[src/common/matrix_pkg.sv]
//--------------------------------------------------------------------------
// Vector-06C keyboard matrix definitions
// matrix geometry, decoder key classes, controller states and the
// constants of the released-shift hold window
//--------------------------------------------------------------------------
`default_nettype none

package matrix_pkg;

	// 8 rows of 8 keys
	localparam int matrix_rows = 8;

	typedef logic [2:0] row_t;
	typedef logic [2:0] col_t;
	typedef logic [7:0] row_bits_t;

	// what the decoder made of a scan code
	typedef enum logic [2:0] {
		class_matrix,
		class_shift,
		class_ctrl,
		class_rus,
		class_blksbr,
		class_prefix,
		class_arrow,
		class_none
	} key_class_e;

	// make path first, break path after the F0 prefix
	typedef enum logic [2:0] {
		wait_make,
		fetch_make,
		apply_make,
		wait_break,
		fetch_break,
		apply_break
	} matrix_state_e;

	//----------------------------------------------------------------------
	// shift hold window
	//----------------------------------------------------------------------

	// slow tick once every 2**hold_div_bits clocks
	localparam int hold_div_bits = 9;

	typedef logic [7:0] hold_count_t;

	// window length in slow ticks
	localparam hold_count_t hold_ticks = 8'd255;

endpackage

`default_nettype wire

[src/common/ps2_pkg.sv]
//--------------------------------------------------------------------------
// PS/2 keyboard definitions
// frame layout constants, receiver states and the scan codes that the
// decoder and the matrix controller treat by name
//--------------------------------------------------------------------------
`default_nettype none

package ps2_pkg;

	// one received byte
	typedef logic [7:0] scan_code_t;

	// deframer states, start bit is checked in idle
	typedef enum logic [1:0] {
		idle,
		data,
		parity,
		stop
	} ps2_rx_state_e;

	// prefixes
	localparam scan_code_t sc_release  = 8'hF0;
	localparam scan_code_t sc_extended = 8'hE0;

	// modifiers
	localparam scan_code_t sc_lshift   = 8'h12;
	localparam scan_code_t sc_rshift   = 8'h59;
	localparam scan_code_t sc_ctrl     = 8'h14;
	// caps lock doubles as RUS/LAT
	localparam scan_code_t sc_rus      = 8'h58;
	// F12 acts as BLK+SBR
	localparam scan_code_t sc_blksbr   = 8'h07;

	// grey arrows, sent after the E0 prefix
	localparam scan_code_t sc_up       = 8'h75;
	localparam scan_code_t sc_down     = 8'h72;
	localparam scan_code_t sc_left     = 8'h6B;
	localparam scan_code_t sc_right    = 8'h74;

	// equal samples needed before the clock level is accepted
	localparam int ps2_filter_len = 4;

endpackage

`default_nettype wire

[src/keyboard/keyboard_matrix.sv]
//--------------------------------------------------------------------------
// Keyboard matrix controller
// tracks make and break codes, keeps the 8x8 key matrix and the modifier
// flags and answers the host row select with the OR of selected rows
//--------------------------------------------------------------------------
`timescale 1ns/1ns
`default_nettype none

module keyboard_matrix (
	input  logic                   clkk,
	input  logic                   reset,
	// receiver handshake
	input  ps2_pkg::scan_code_t    code,
	input  logic                   code_ready,
	output logic                   code_read,
	// decoder results
	input  matrix_pkg::key_class_e key_class,
	input  matrix_pkg::row_t       row,
	input  matrix_pkg::col_t       col,
	input  logic                   needs_shift,
	input  logic                   not_in_matrix,
	// shift hold
	input  logic                   shift_held,
	output logic                   shift_released,
	output logic                   held_shift,
	// host side
	input  matrix_pkg::row_bits_t  rowselect,
	output matrix_pkg::row_bits_t  rowbits,
	output logic                   key_shift,
	output logic                   key_ctrl,
	output logic                   key_rus,
	output logic                   key_blksbr
);
	import ps2_pkg::*;
	import matrix_pkg::*;

	matrix_state_e state;
	row_bits_t keymatrix [matrix_rows];

	// column decode, then the latched copy used by apply
	row_bits_t col_dec;
	row_bits_t col_mask;
	row_t row_q;
	row_bits_t row_tmp;
	logic release_q;

	// sticky shift from keys that need the opposite shift
	logic matrix_shift;
	row_bits_t sel_or;

	assign col_dec = row_bits_t'(1) << col;

	//----------------------------------------------------------------------
	// make/break FSM
	//----------------------------------------------------------------------

	always_ff @(posedge clkk) begin
		if (reset) begin
			state          <= wait_make;
			code_read      <= 1'b0;
			shift_released <= 1'b0;
			held_shift     <= 1'b0;
			matrix_shift   <= 1'b0;
			key_ctrl       <= 1'b0;
			key_rus        <= 1'b0;
			key_blksbr     <= 1'b0;
			for (int r = 0; r < matrix_rows; r++)
				keymatrix[r] <= '0;
		end else begin
			// single-cycle pulse
			shift_released <= 1'b0;
			case (state)
				wait_make, wait_break: begin
					if (code_ready) begin
						code_read <= 1'b1;
						state     <= (state == wait_make) ? fetch_make : fetch_break;
					end
				end
				fetch_make, fetch_break: begin
					// first cycle drops the strobe while the decoder settles
					if (code_read) begin
						code_read <= 1'b0;
					end else begin
						row_q     <= row;
						row_tmp   <= keymatrix[row];
						col_mask  <= col_dec;
						release_q <= (code == sc_release);
						state     <= (state == fetch_make) ? apply_make : apply_break;
					end
				end
				apply_make: begin
					state <= wait_make;
					case (key_class)
						class_shift:  held_shift <= 1'b1;
						class_ctrl:   key_ctrl   <= 1'b1;
						class_rus:    key_rus    <= 1'b1;
						class_blksbr: key_blksbr <= 1'b1;
						class_prefix: begin
							// E0 alone is ignored, F0 waits for the key
							if (release_q)
								state <= wait_break;
						end
						default: begin
							// arrow after a shift break keeps the held shift
							if (key_class == class_arrow)
								held_shift <= shift_held;
							if (!not_in_matrix) begin
								keymatrix[row_q] <= row_tmp | col_mask;
								matrix_shift     <= matrix_shift | needs_shift;
							end
						end
					endcase
				end
				apply_break: begin
					state <= wait_make;
					case (key_class)
						class_shift: begin
							held_shift     <= 1'b0;
							shift_released <= 1'b1;
						end
						class_ctrl:   key_ctrl   <= 1'b0;
						class_rus:    key_rus    <= 1'b0;
						class_blksbr: key_blksbr <= 1'b0;
						class_prefix: ;
						default: begin
							if (!not_in_matrix) begin
								keymatrix[row_q] <= row_tmp & ~col_mask;
								matrix_shift     <= 1'b0;
							end
						end
					endcase
				end
				default: state <= wait_make;
			endcase
		end
	end

	// matrix shift flips the physical shift
	assign key_shift = held_shift ^ matrix_shift;

	//----------------------------------------------------------------------
	// host readout
	//----------------------------------------------------------------------

	always_comb begin
		sel_or = '0;
		for (int r = 0; r < matrix_rows; r++)
			if (rowselect[r])
				sel_or = sel_or | keymatrix[r];
	end

	always_ff @(posedge clkk) begin
		rowbits <= sel_or;
	end

	// only table keys and arrows may be written into the matrix
	assert property (@(posedge clkk) disable iff (reset)
		(state == apply_make || state == apply_break) |->
			(not_in_matrix == !(key_class inside {class_matrix, class_arrow})));

endmodule

`default_nettype wire

[src/ps2/ps2_receiver.sv]
//--------------------------------------------------------------------------
// PS/2 receiver
// synchronizes and filters the keyboard clock and data lines and turns
// 11-bit frames into scan codes with a ready/read handshake
//--------------------------------------------------------------------------
`timescale 1ns/1ns
`default_nettype none

module ps2_receiver (
	input  logic                clkk,
	input  logic                reset,
	input  logic                ps2_clk,
	input  logic                ps2_dat,
	output ps2_pkg::scan_code_t code,
	output logic                code_ready,
	input  logic                code_read
);
	import ps2_pkg::*;

	// two-stage synchronizers, line idles high
	logic [1:0] clk_sync;
	logic [1:0] dat_sync;

	// clock glitch filter
	logic [ps2_filter_len-1:0] clk_hist;
	logic clk_filt;
	logic clk_fall;

	// deframer
	ps2_rx_state_e state;
	logic [2:0] bit_cnt;
	scan_code_t shreg;
	logic parity_ok;

	always_ff @(posedge clkk) begin
		if (reset) begin
			clk_sync <= 2'b11;
			dat_sync <= 2'b11;
		end else begin
			clk_sync <= {clk_sync[0], ps2_clk};
			dat_sync <= {dat_sync[0], ps2_dat};
		end
	end

	//----------------------------------------------------------------------
	// clock filter
	//----------------------------------------------------------------------

	// level changes only after ps2_filter_len equal samples
	always_ff @(posedge clkk) begin
		if (reset) begin
			clk_hist <= '1;
			clk_filt <= 1'b1;
		end else begin
			clk_hist <= {clk_hist[ps2_filter_len-2:0], clk_sync[1]};
			if (&clk_hist)
				clk_filt <= 1'b1;
			else if (~|clk_hist)
				clk_filt <= 1'b0;
		end
	end

	// one-cycle strobe on the filtered falling edge
	assign clk_fall = clk_filt & ~|clk_hist;

	//----------------------------------------------------------------------
	// deframer
	//----------------------------------------------------------------------

	always_ff @(posedge clkk) begin
		if (reset) begin
			state      <= idle;
			bit_cnt    <= '0;
			code_ready <= 1'b0;
		end else begin
			// read strobe drops ready on the following cycle
			if (code_read)
				code_ready <= 1'b0;
			if (clk_fall) begin
				case (state)
					idle: begin
						// start bit must be low, otherwise stay put
						if (!dat_sync[1]) begin
							bit_cnt <= '0;
							state   <= data;
						end
					end
					data: begin
						// LSB first
						shreg   <= {dat_sync[1], shreg[7:1]};
						bit_cnt <= bit_cnt + 3'd1;
						if (bit_cnt == 3'd7)
							state <= parity;
					end
					parity: begin
						// odd parity over data and parity bit
						parity_ok <= ^{shreg, dat_sync[1]};
						state     <= stop;
					end
					stop: begin
						// a bad frame is simply dropped
						if (dat_sync[1] && parity_ok) begin
							code       <= shreg;
							code_ready <= 1'b1;
						end
						state <= idle;
					end
					default: state <= idle;
				endcase
			end
		end
	end

	// the controller only reads a byte that is on offer
	assert property (@(posedge clkk) disable iff (reset) code_read |-> code_ready);

endmodule

`default_nettype wire

[src/scan_decoder.sv]
//--------------------------------------------------------------------------
// Scan code decoder
// classifies a scan code and looks up its matrix row, column and shift
// attribute, results registered one cycle after the inputs
//--------------------------------------------------------------------------
`timescale 1ns/1ns
`default_nettype none

module scan_decoder (
	input  logic                   clkk,
	input  ps2_pkg::scan_code_t    code,
	input  logic                   shift,
	input  logic                   mod_rus,
	output matrix_pkg::key_class_e key_class,
	output matrix_pkg::row_t       row,
	output matrix_pkg::col_t       col,
	output logic                   needs_shift,
	output logic                   not_in_matrix
);
	import ps2_pkg::*;
	import matrix_pkg::*;

	// table entry, {hit, row, col}
	logic [6:0] entry;
	logic       entry_shift;

	//----------------------------------------------------------------------
	// matrix table
	//----------------------------------------------------------------------

	always_comb begin
		case (code)
			// row 0 holds the arrows
			sc_left:  entry = {1'b1, 3'd0, 3'd4};
			sc_up:    entry = {1'b1, 3'd0, 3'd5};
			sc_right: entry = {1'b1, 3'd0, 3'd6};
			sc_down:  entry = {1'b1, 3'd0, 3'd7};
			// enter
			8'h5A:    entry = {1'b1, 3'd1, 3'd2};
			// digits
			8'h16:    entry = {1'b1, 3'd2, 3'd1};
			// shifted 2 is the '@' key, unshifted on the Vector
			8'h1E:    entry = shift ? {1'b1, 3'd5, 3'd0} : {1'b1, 3'd2, 3'd2};
			8'h26:    entry = {1'b1, 3'd2, 3'd3};
			8'h4C:    entry = {1'b1, 3'd3, 3'd3};
			// letters
			8'h1C:    entry = {1'b1, 3'd4, 3'd1};
			8'h32:    entry = {1'b1, 3'd4, 3'd2};
			8'h21:    entry = {1'b1, 3'd4, 3'd3};
			8'h23:    entry = {1'b1, 3'd4, 3'd4};
			8'h24:    entry = {1'b1, 3'd4, 3'd5};
			// space
			8'h29:    entry = {1'b1, 3'd7, 3'd7};
			default:  entry = '0;
		endcase
	end

	// keys whose Vector shift state differs from the PC one
	assign entry_shift = (code == 8'h4C && mod_rus) || (code == 8'h1E && shift);

	//----------------------------------------------------------------------
	// registered classification
	//----------------------------------------------------------------------

	always_ff @(posedge clkk) begin
		row           <= entry[5:3];
		col           <= entry[2:0];
		needs_shift   <= entry_shift;
		not_in_matrix <= ~entry[6];
		case (code)
			sc_lshift, sc_rshift:
				key_class <= class_shift;
			sc_ctrl:
				key_class <= class_ctrl;
			sc_rus:
				key_class <= class_rus;
			sc_blksbr:
				key_class <= class_blksbr;
			sc_release, sc_extended:
				key_class <= class_prefix;
			sc_up, sc_down, sc_left, sc_right:
				key_class <= class_arrow;
			default:
				key_class <= entry[6] ? class_matrix : class_none;
		endcase
	end

endmodule

`default_nettype wire

[src/shift_hold_timer.sv]
//--------------------------------------------------------------------------
// Shift hold timer
// slow tick divider and a retriggerable window that keeps a released
// shift alive for the grey arrow keys
//--------------------------------------------------------------------------
`timescale 1ns/1ns
`default_nettype none

module shift_hold_timer (
	input  logic clkk,
	input  logic reset,
	input  logic shift_released,
	output logic shift_held
);
	import matrix_pkg::*;

	logic [hold_div_bits-1:0] div_cnt;
	logic slow_tick;
	hold_count_t hold_cnt;

	// free running divider
	always_ff @(posedge clkk) begin
		if (reset)
			div_cnt <= '0;
		else
			div_cnt <= div_cnt + 1'b1;
	end

	assign slow_tick = (div_cnt == '0);

	// a new release restarts the window
	always_ff @(posedge clkk) begin
		if (reset)
			hold_cnt <= '0;
		else if (shift_released)
			hold_cnt <= hold_ticks;
		else if (slow_tick && hold_cnt != '0)
			hold_cnt <= hold_cnt - 1'b1;
	end

	assign shift_held = (hold_cnt != '0);

	// without a reload the count never grows
	assert property (@(posedge clkk) disable iff (reset)
		!shift_released |=> hold_cnt <= $past(hold_cnt));

endmodule

`default_nettype wire

[src/vector_keyboard.sv]
//--------------------------------------------------------------------------
// Vector-06C keyboard top level
// PS/2 receiver, scan decoder, shift hold timer and matrix controller
//--------------------------------------------------------------------------
`timescale 1ns/1ns
`default_nettype none

module vector_keyboard (
	input  logic                  clkk,
	input  logic                  reset,
	input  logic                  ps2_clk,
	input  logic                  ps2_dat,
	input  logic                  mod_rus,
	input  matrix_pkg::row_bits_t rowselect,
	output matrix_pkg::row_bits_t rowbits,
	output logic                  key_shift,
	output logic                  key_ctrl,
	output logic                  key_rus,
	output logic                  key_blksbr
);
	import ps2_pkg::*;
	import matrix_pkg::*;

	// receiver handshake
	scan_code_t code;
	logic code_ready;
	logic code_read;

	// decoder results
	key_class_e key_class;
	row_t row;
	col_t col;
	logic needs_shift;
	logic not_in_matrix;

	// shift state
	logic held_shift;
	logic shift_released;
	logic shift_held;

	ps2_receiver ps2_receiver_i (
		.clkk       (clkk),
		.reset      (reset),
		.ps2_clk    (ps2_clk),
		.ps2_dat    (ps2_dat),
		.code       (code),
		.code_ready (code_ready),
		.code_read  (code_read)
	);

	scan_decoder scan_decoder_i (
		.clkk          (clkk),
		.code          (code),
		.shift         (held_shift),
		.mod_rus       (mod_rus),
		.key_class     (key_class),
		.row           (row),
		.col           (col),
		.needs_shift   (needs_shift),
		.not_in_matrix (not_in_matrix)
	);

	shift_hold_timer shift_hold_timer_i (
		.clkk           (clkk),
		.reset          (reset),
		.shift_released (shift_released),
		.shift_held     (shift_held)
	);

	keyboard_matrix keyboard_matrix_i (
		.clkk           (clkk),
		.reset          (reset),
		.code           (code),
		.code_ready     (code_ready),
		.code_read      (code_read),
		.key_class      (key_class),
		.row            (row),
		.col            (col),
		.needs_shift    (needs_shift),
		.not_in_matrix  (not_in_matrix),
		.shift_held     (shift_held),
		.shift_released (shift_released),
		.held_shift     (held_shift),
		.rowselect      (rowselect),
		.rowbits        (rowbits),
		.key_shift      (key_shift),
		.key_ctrl       (key_ctrl),
		.key_rus        (key_rus),
		.key_blksbr     (key_blksbr)
	);

endmodule

`default_nettype wire

[config.mk]
export PLATFORM = sky130hd
export DESIGN_NAME = vector_keyboard
export DESIGN_NICKNAME = d
export VERILOG_FILES = /design/src/common/matrix_pkg.sv /design/src/common/ps2_pkg.sv /design/src/keyboard/keyboard_matrix.sv /design/src/ps2/ps2_receiver.sv /design/src/scan_decoder.sv /design/src/shift_hold_timer.sv /design/src/vector_keyboard.sv
export SDC_FILE = /design/constraint.sdc
export NUM_CORES = 1
export LEC_CHECK = 0
export BUFFER_PORTS_ARGS = -buffer_cell sky130_fd_sc_hd__buf_2
export CAP_MARGIN = 20
export CELL_PAD_IN_SITES_DETAIL_PLACEMENT = 0
export CELL_PAD_IN_SITES_GLOBAL_PLACEMENT = 1
export CORE_MARGIN = 4
export CORE_UTILIZATION = 41
export DETAILED_ROUTE_END_ITERATION = 7
export MAX_ROUTING_LAYER = met4
export PLACE_DENSITY = 0.72
export SLEW_MARGIN = 0
export SYNTH_ARGS = -nofsm -noshare
export SYNTH_HDL_FRONTEND = slang
export SYNTH_SLANG_ARGS = --single-unit
[constraint.sdc]
create_clock -name clkk -period 4.2 [get_ports clkk]
set_clock_uncertainty 0.2 [all_clocks]
set_input_delay 0.21 -clock clkk [delete_from_list [all_inputs] [get_ports clkk]]
set_output_delay 0.21 -clock clkk [all_outputs]
set_load 0.02 [all_outputs]
==> results_dict.tcl <==
set metrics [dict create \
    outcome "finished, final reports clean" \
    max_freq_ghz 0.3658 \
    grt_use_met3_pct 4.354 \
    synth_common_cells "edfxtp_1, nor2_1, dfxtp_1, a22oi_1, nand2_1" \
    syn_area_per_cell_sq_um 11.86 \
    die_x_um 142.8 \
    cts_tree "yes" \
    drv_cap 0 \
    grtUsageMet1_pct 22.34 \
    yosys.cell_types.count 74 \
    synth_area_leader_cell "edfxtp_1" \
    ys_seq_elements 162 \
    synth-edff-count 101 \
    grt_pass1_wl_um 28300 \
    wire_per_inst_um 19.86 \
    viasPerCell 5.746 \
    routed_wl_um 17660 \
    critical_path.endpoint "keyboard_matrix_i.keymatrix[0][4]" \
    gp_congestion 0.8963 \
    layout-drive-gt1-share_pct 18.18 \
    tightest_slew_ns 0.9344 \
    setup_ws_ns 1.466 \
    cp-end-kind "flop" \
    met2_usage_pct 30.86 \
    vias 5108 \
    worstPathMaxFanout 14 \
    worstSetupStartpointType "flop" \
    fillers 1642 \
    rr_endpoint "keyboard_matrix_i.keymatrix[0][4]" \
    vdd_drop_max_v 0.0002886 \
    yosys.area.top_type_share_pct 40.72 \
    clk_latency_ns 0.42 \
    drt_iter0_drc 529 \
    synthTopCellsByArea "edfxtp_1, dfxtp_1, mux4_2" \
    final-setup-viol-count 0 \
    rows 49 \
    ys_seq_area_share_pct 57.11 \
    ant_nets 0 \
    post-cts-setup-buffer-count 0 \
    area_growth_syn_to_layout_pct 12.82 \
    synth_most_common_cell "edfxtp_1" \
    worst_ep_arrival_time_ns 2.59 \
    antenna_cells 0 \
    dr.pass1.iters 5 \
    final_area_sq_um 8403 \
    crit_start "keyboard_matrix_i.state[1]" \
    synthArstFlopShare_pct 0 \
    gr-usage-all-layers_pct 18.67 \
    synthCells 628 \
    cts-buffers-inserted 17 \
    synth_warnings 0 \
    tns_ns 0 \
    finalCritPeriodShare_pct 65.09 \
    cts_buffer_depth 2 \
    slew_violations 0 \
    slew_headroom_pct 37.62 \
    r2r_cells 6 \
    worstPathRequired_ns 4.06 \
    path_clk_slew_ns 0.07 \
    overflow 0 \
    cts.sinks 162 \
    netlist_area_sq_um 7448 \
    grt_most_used_layer "met2" \
    power_leakage_nw 2.925 \
    port_buffers 24 \
    place_hpwl_um 12230 \
    start_util_pct 41.61 \
    core_sq_um 17900 \
    syn_nets 651 \
    fin_nets 670 \
    grt_pass1_vias 5179 \
    path_class "flop to flop" \
    synth_ff_type "edfxtp_1" \
    powerDensity_nw_per_um2 429.7 \
    r2r-start "keyboard_matrix_i.state[1]" \
    hold_class "input pin to flop" \
    grt_max_degree 42 \
    rsz0062_at_grt "false" \
    reg2reg_slack_ns 1.47 \
    hold_viol 0 \
    finalCriticalPeriod_ns 2.734 \
    dieArea_sq_um 20390 \
    placement.setup.worst_slack_ns 1.478 \
    clockRootBuffer "clkbuf_16" \
    io_pins 25 \
    place_area_sq_um 7756 \
    htree_num_levels 4 \
    die_h_um 142.8 \
    antenna_found_initial 0 \
    drc 0 \
]
-- registers in the layout (all words and copies together), names as in the netlist, 2 cells and up --
register and count:
ps2_receiver_i.clk_hist 4, shift_hold_timer_i.div_cnt 9, keyboard_matrix_i.col_mask 8, ps2_receiver_i.clk_sync 2
keyboard_matrix_i.rowbits 8, ps2_receiver_i.state 2, keyboard_matrix_i.keymatrix 64, keyboard_matrix_i.row_tmp 8
keyboard_matrix_i.row_q 3, shift_hold_timer_i.hold_cnt 8, keyboard_matrix_i.state 3, scan_decoder_i.key_class 3
ps2_receiver_i.dat_sync 2, ps2_receiver_i.code 8, ps2_receiver_i.shreg 8, scan_decoder_i.row 3
ps2_receiver_i.bit_cnt 3, scan_decoder_i.col 3
-- worst min-delay path by stage --
stage / startpoint / depth (start not counted) / endpoint / slack (ns)
floorplan: ps2_clk / 1 / ps2_receiver_i.clk_sync[0] / 0.11
global placement: ps2_dat / 2 / ps2_receiver_i.dat_sync[0] / 0.19
detailed placement: ps2_receiver_i.clk_sync[1] / 1 / ps2_receiver_i.clk_hist[0] / 0.19
CTS: rowselect[1] / 3 / keyboard_matrix_i.rowbits[1] / 0.005
global route: rowselect[0] / 3 / keyboard_matrix_i.rowbits[5] / 0.05
finish: rowselect[4] / 3 / keyboard_matrix_i.rowbits[1] / 0.04
-- metal layers --
layer	share of wire, %	vias to the layer above
met2	50	170
met4	2.8	0
met3	5.6	34
li1	-	2388
met1	41	2516
met5	0	-
-- metrics by stage --
step | utilization, % | power [mW] | hold slack (ns) | cells
after floorplan | - | 1.987 | 0.1138 | 628
after global placement | 43.17 | 2.042 | 0.1947 | 852
after detailed placement | 43.33 | 2.050 | 0.1928 | 853
after CTS | 46.94 | 3.645 | 0.004617 | 889
after global routing | 46.94 | 3.755 | 0.04624 | 889
final | 46.94 | 3.611 | 0.03732 | 889
-- placed cells by master (no fill, tap or decap), types with 9 or more instances in the layout --
cell type  Yosys  routed
xor2_1        12      12
a22oi_1       36      36
buf_2          3      24
nand4_1       14      14
clkbuf_16      0      17
o21ai_0       13      13
nor2_1        96      96
nand3_1       14      14
or2_2          9       9
nand2b_1      18      18
a21oi_1       21      21
nand2_1       22      22
xnor2_1       10      10
mux4_2        16      16
nor2b_1        9       9
inv_1         15      15
nor3b_1       10      10
edfxtp_1     101     101
ha_1          10      10
dfxtp_1       61      61
-- logic make-up after synthesis --
group	Yosys count	share of synthesized area [%]
multiplexers	26	6.316
XOR/XNOR	22	2.587
flip-flops	162	57.11
AO/OA/AOI/OAI	118	11.71
buffers and inverters	48	2.939
adder cells (fa/ha/maj)	10	1.680
AND/OR/NAND/NOR	242	17.65
-- where the power goes --
group / switching (mW) / leakage (nW) / internal, mW
combinational: 0.141 / 1.15 / 0.104
sequential: 0.0393 / 1.49 / 1.73
clock: 0.651 / 0.284 / 0.941
total: 0.832 / 2.93 / 2.78
-- layout make-up --
cell class                      count  area, sq um  share of cell area, %
Clock buffer                       17        425.4                  5.063
Tap cell                          229        286.5                  3.410
Multi-Input combinational cell    418         2982                  35.48
Sequential cell                   162         4254                  50.63
Clock inverter                     15        181.4                  2.159
Inverter                           15        56.30                 0.6700
Timing Repair Buffer               33        217.7                  2.591
-- worst max-delay path: stages, from the launching register on --
cell,delay [ns]
dfxtp_1,0.57
nor3b_1,0.23
buf_4,0.17
nor2_1,0.07
nor4b_4,0.39
nand2_2,0.27
nand2b_1,0.46
-- timing repair --
action,CTS,global route
endpoints found under the hold margin,8,0
gates resized for setup,0,0
hold buffers,4,0
Note: power is estimated with default switching activity, not from simulation.
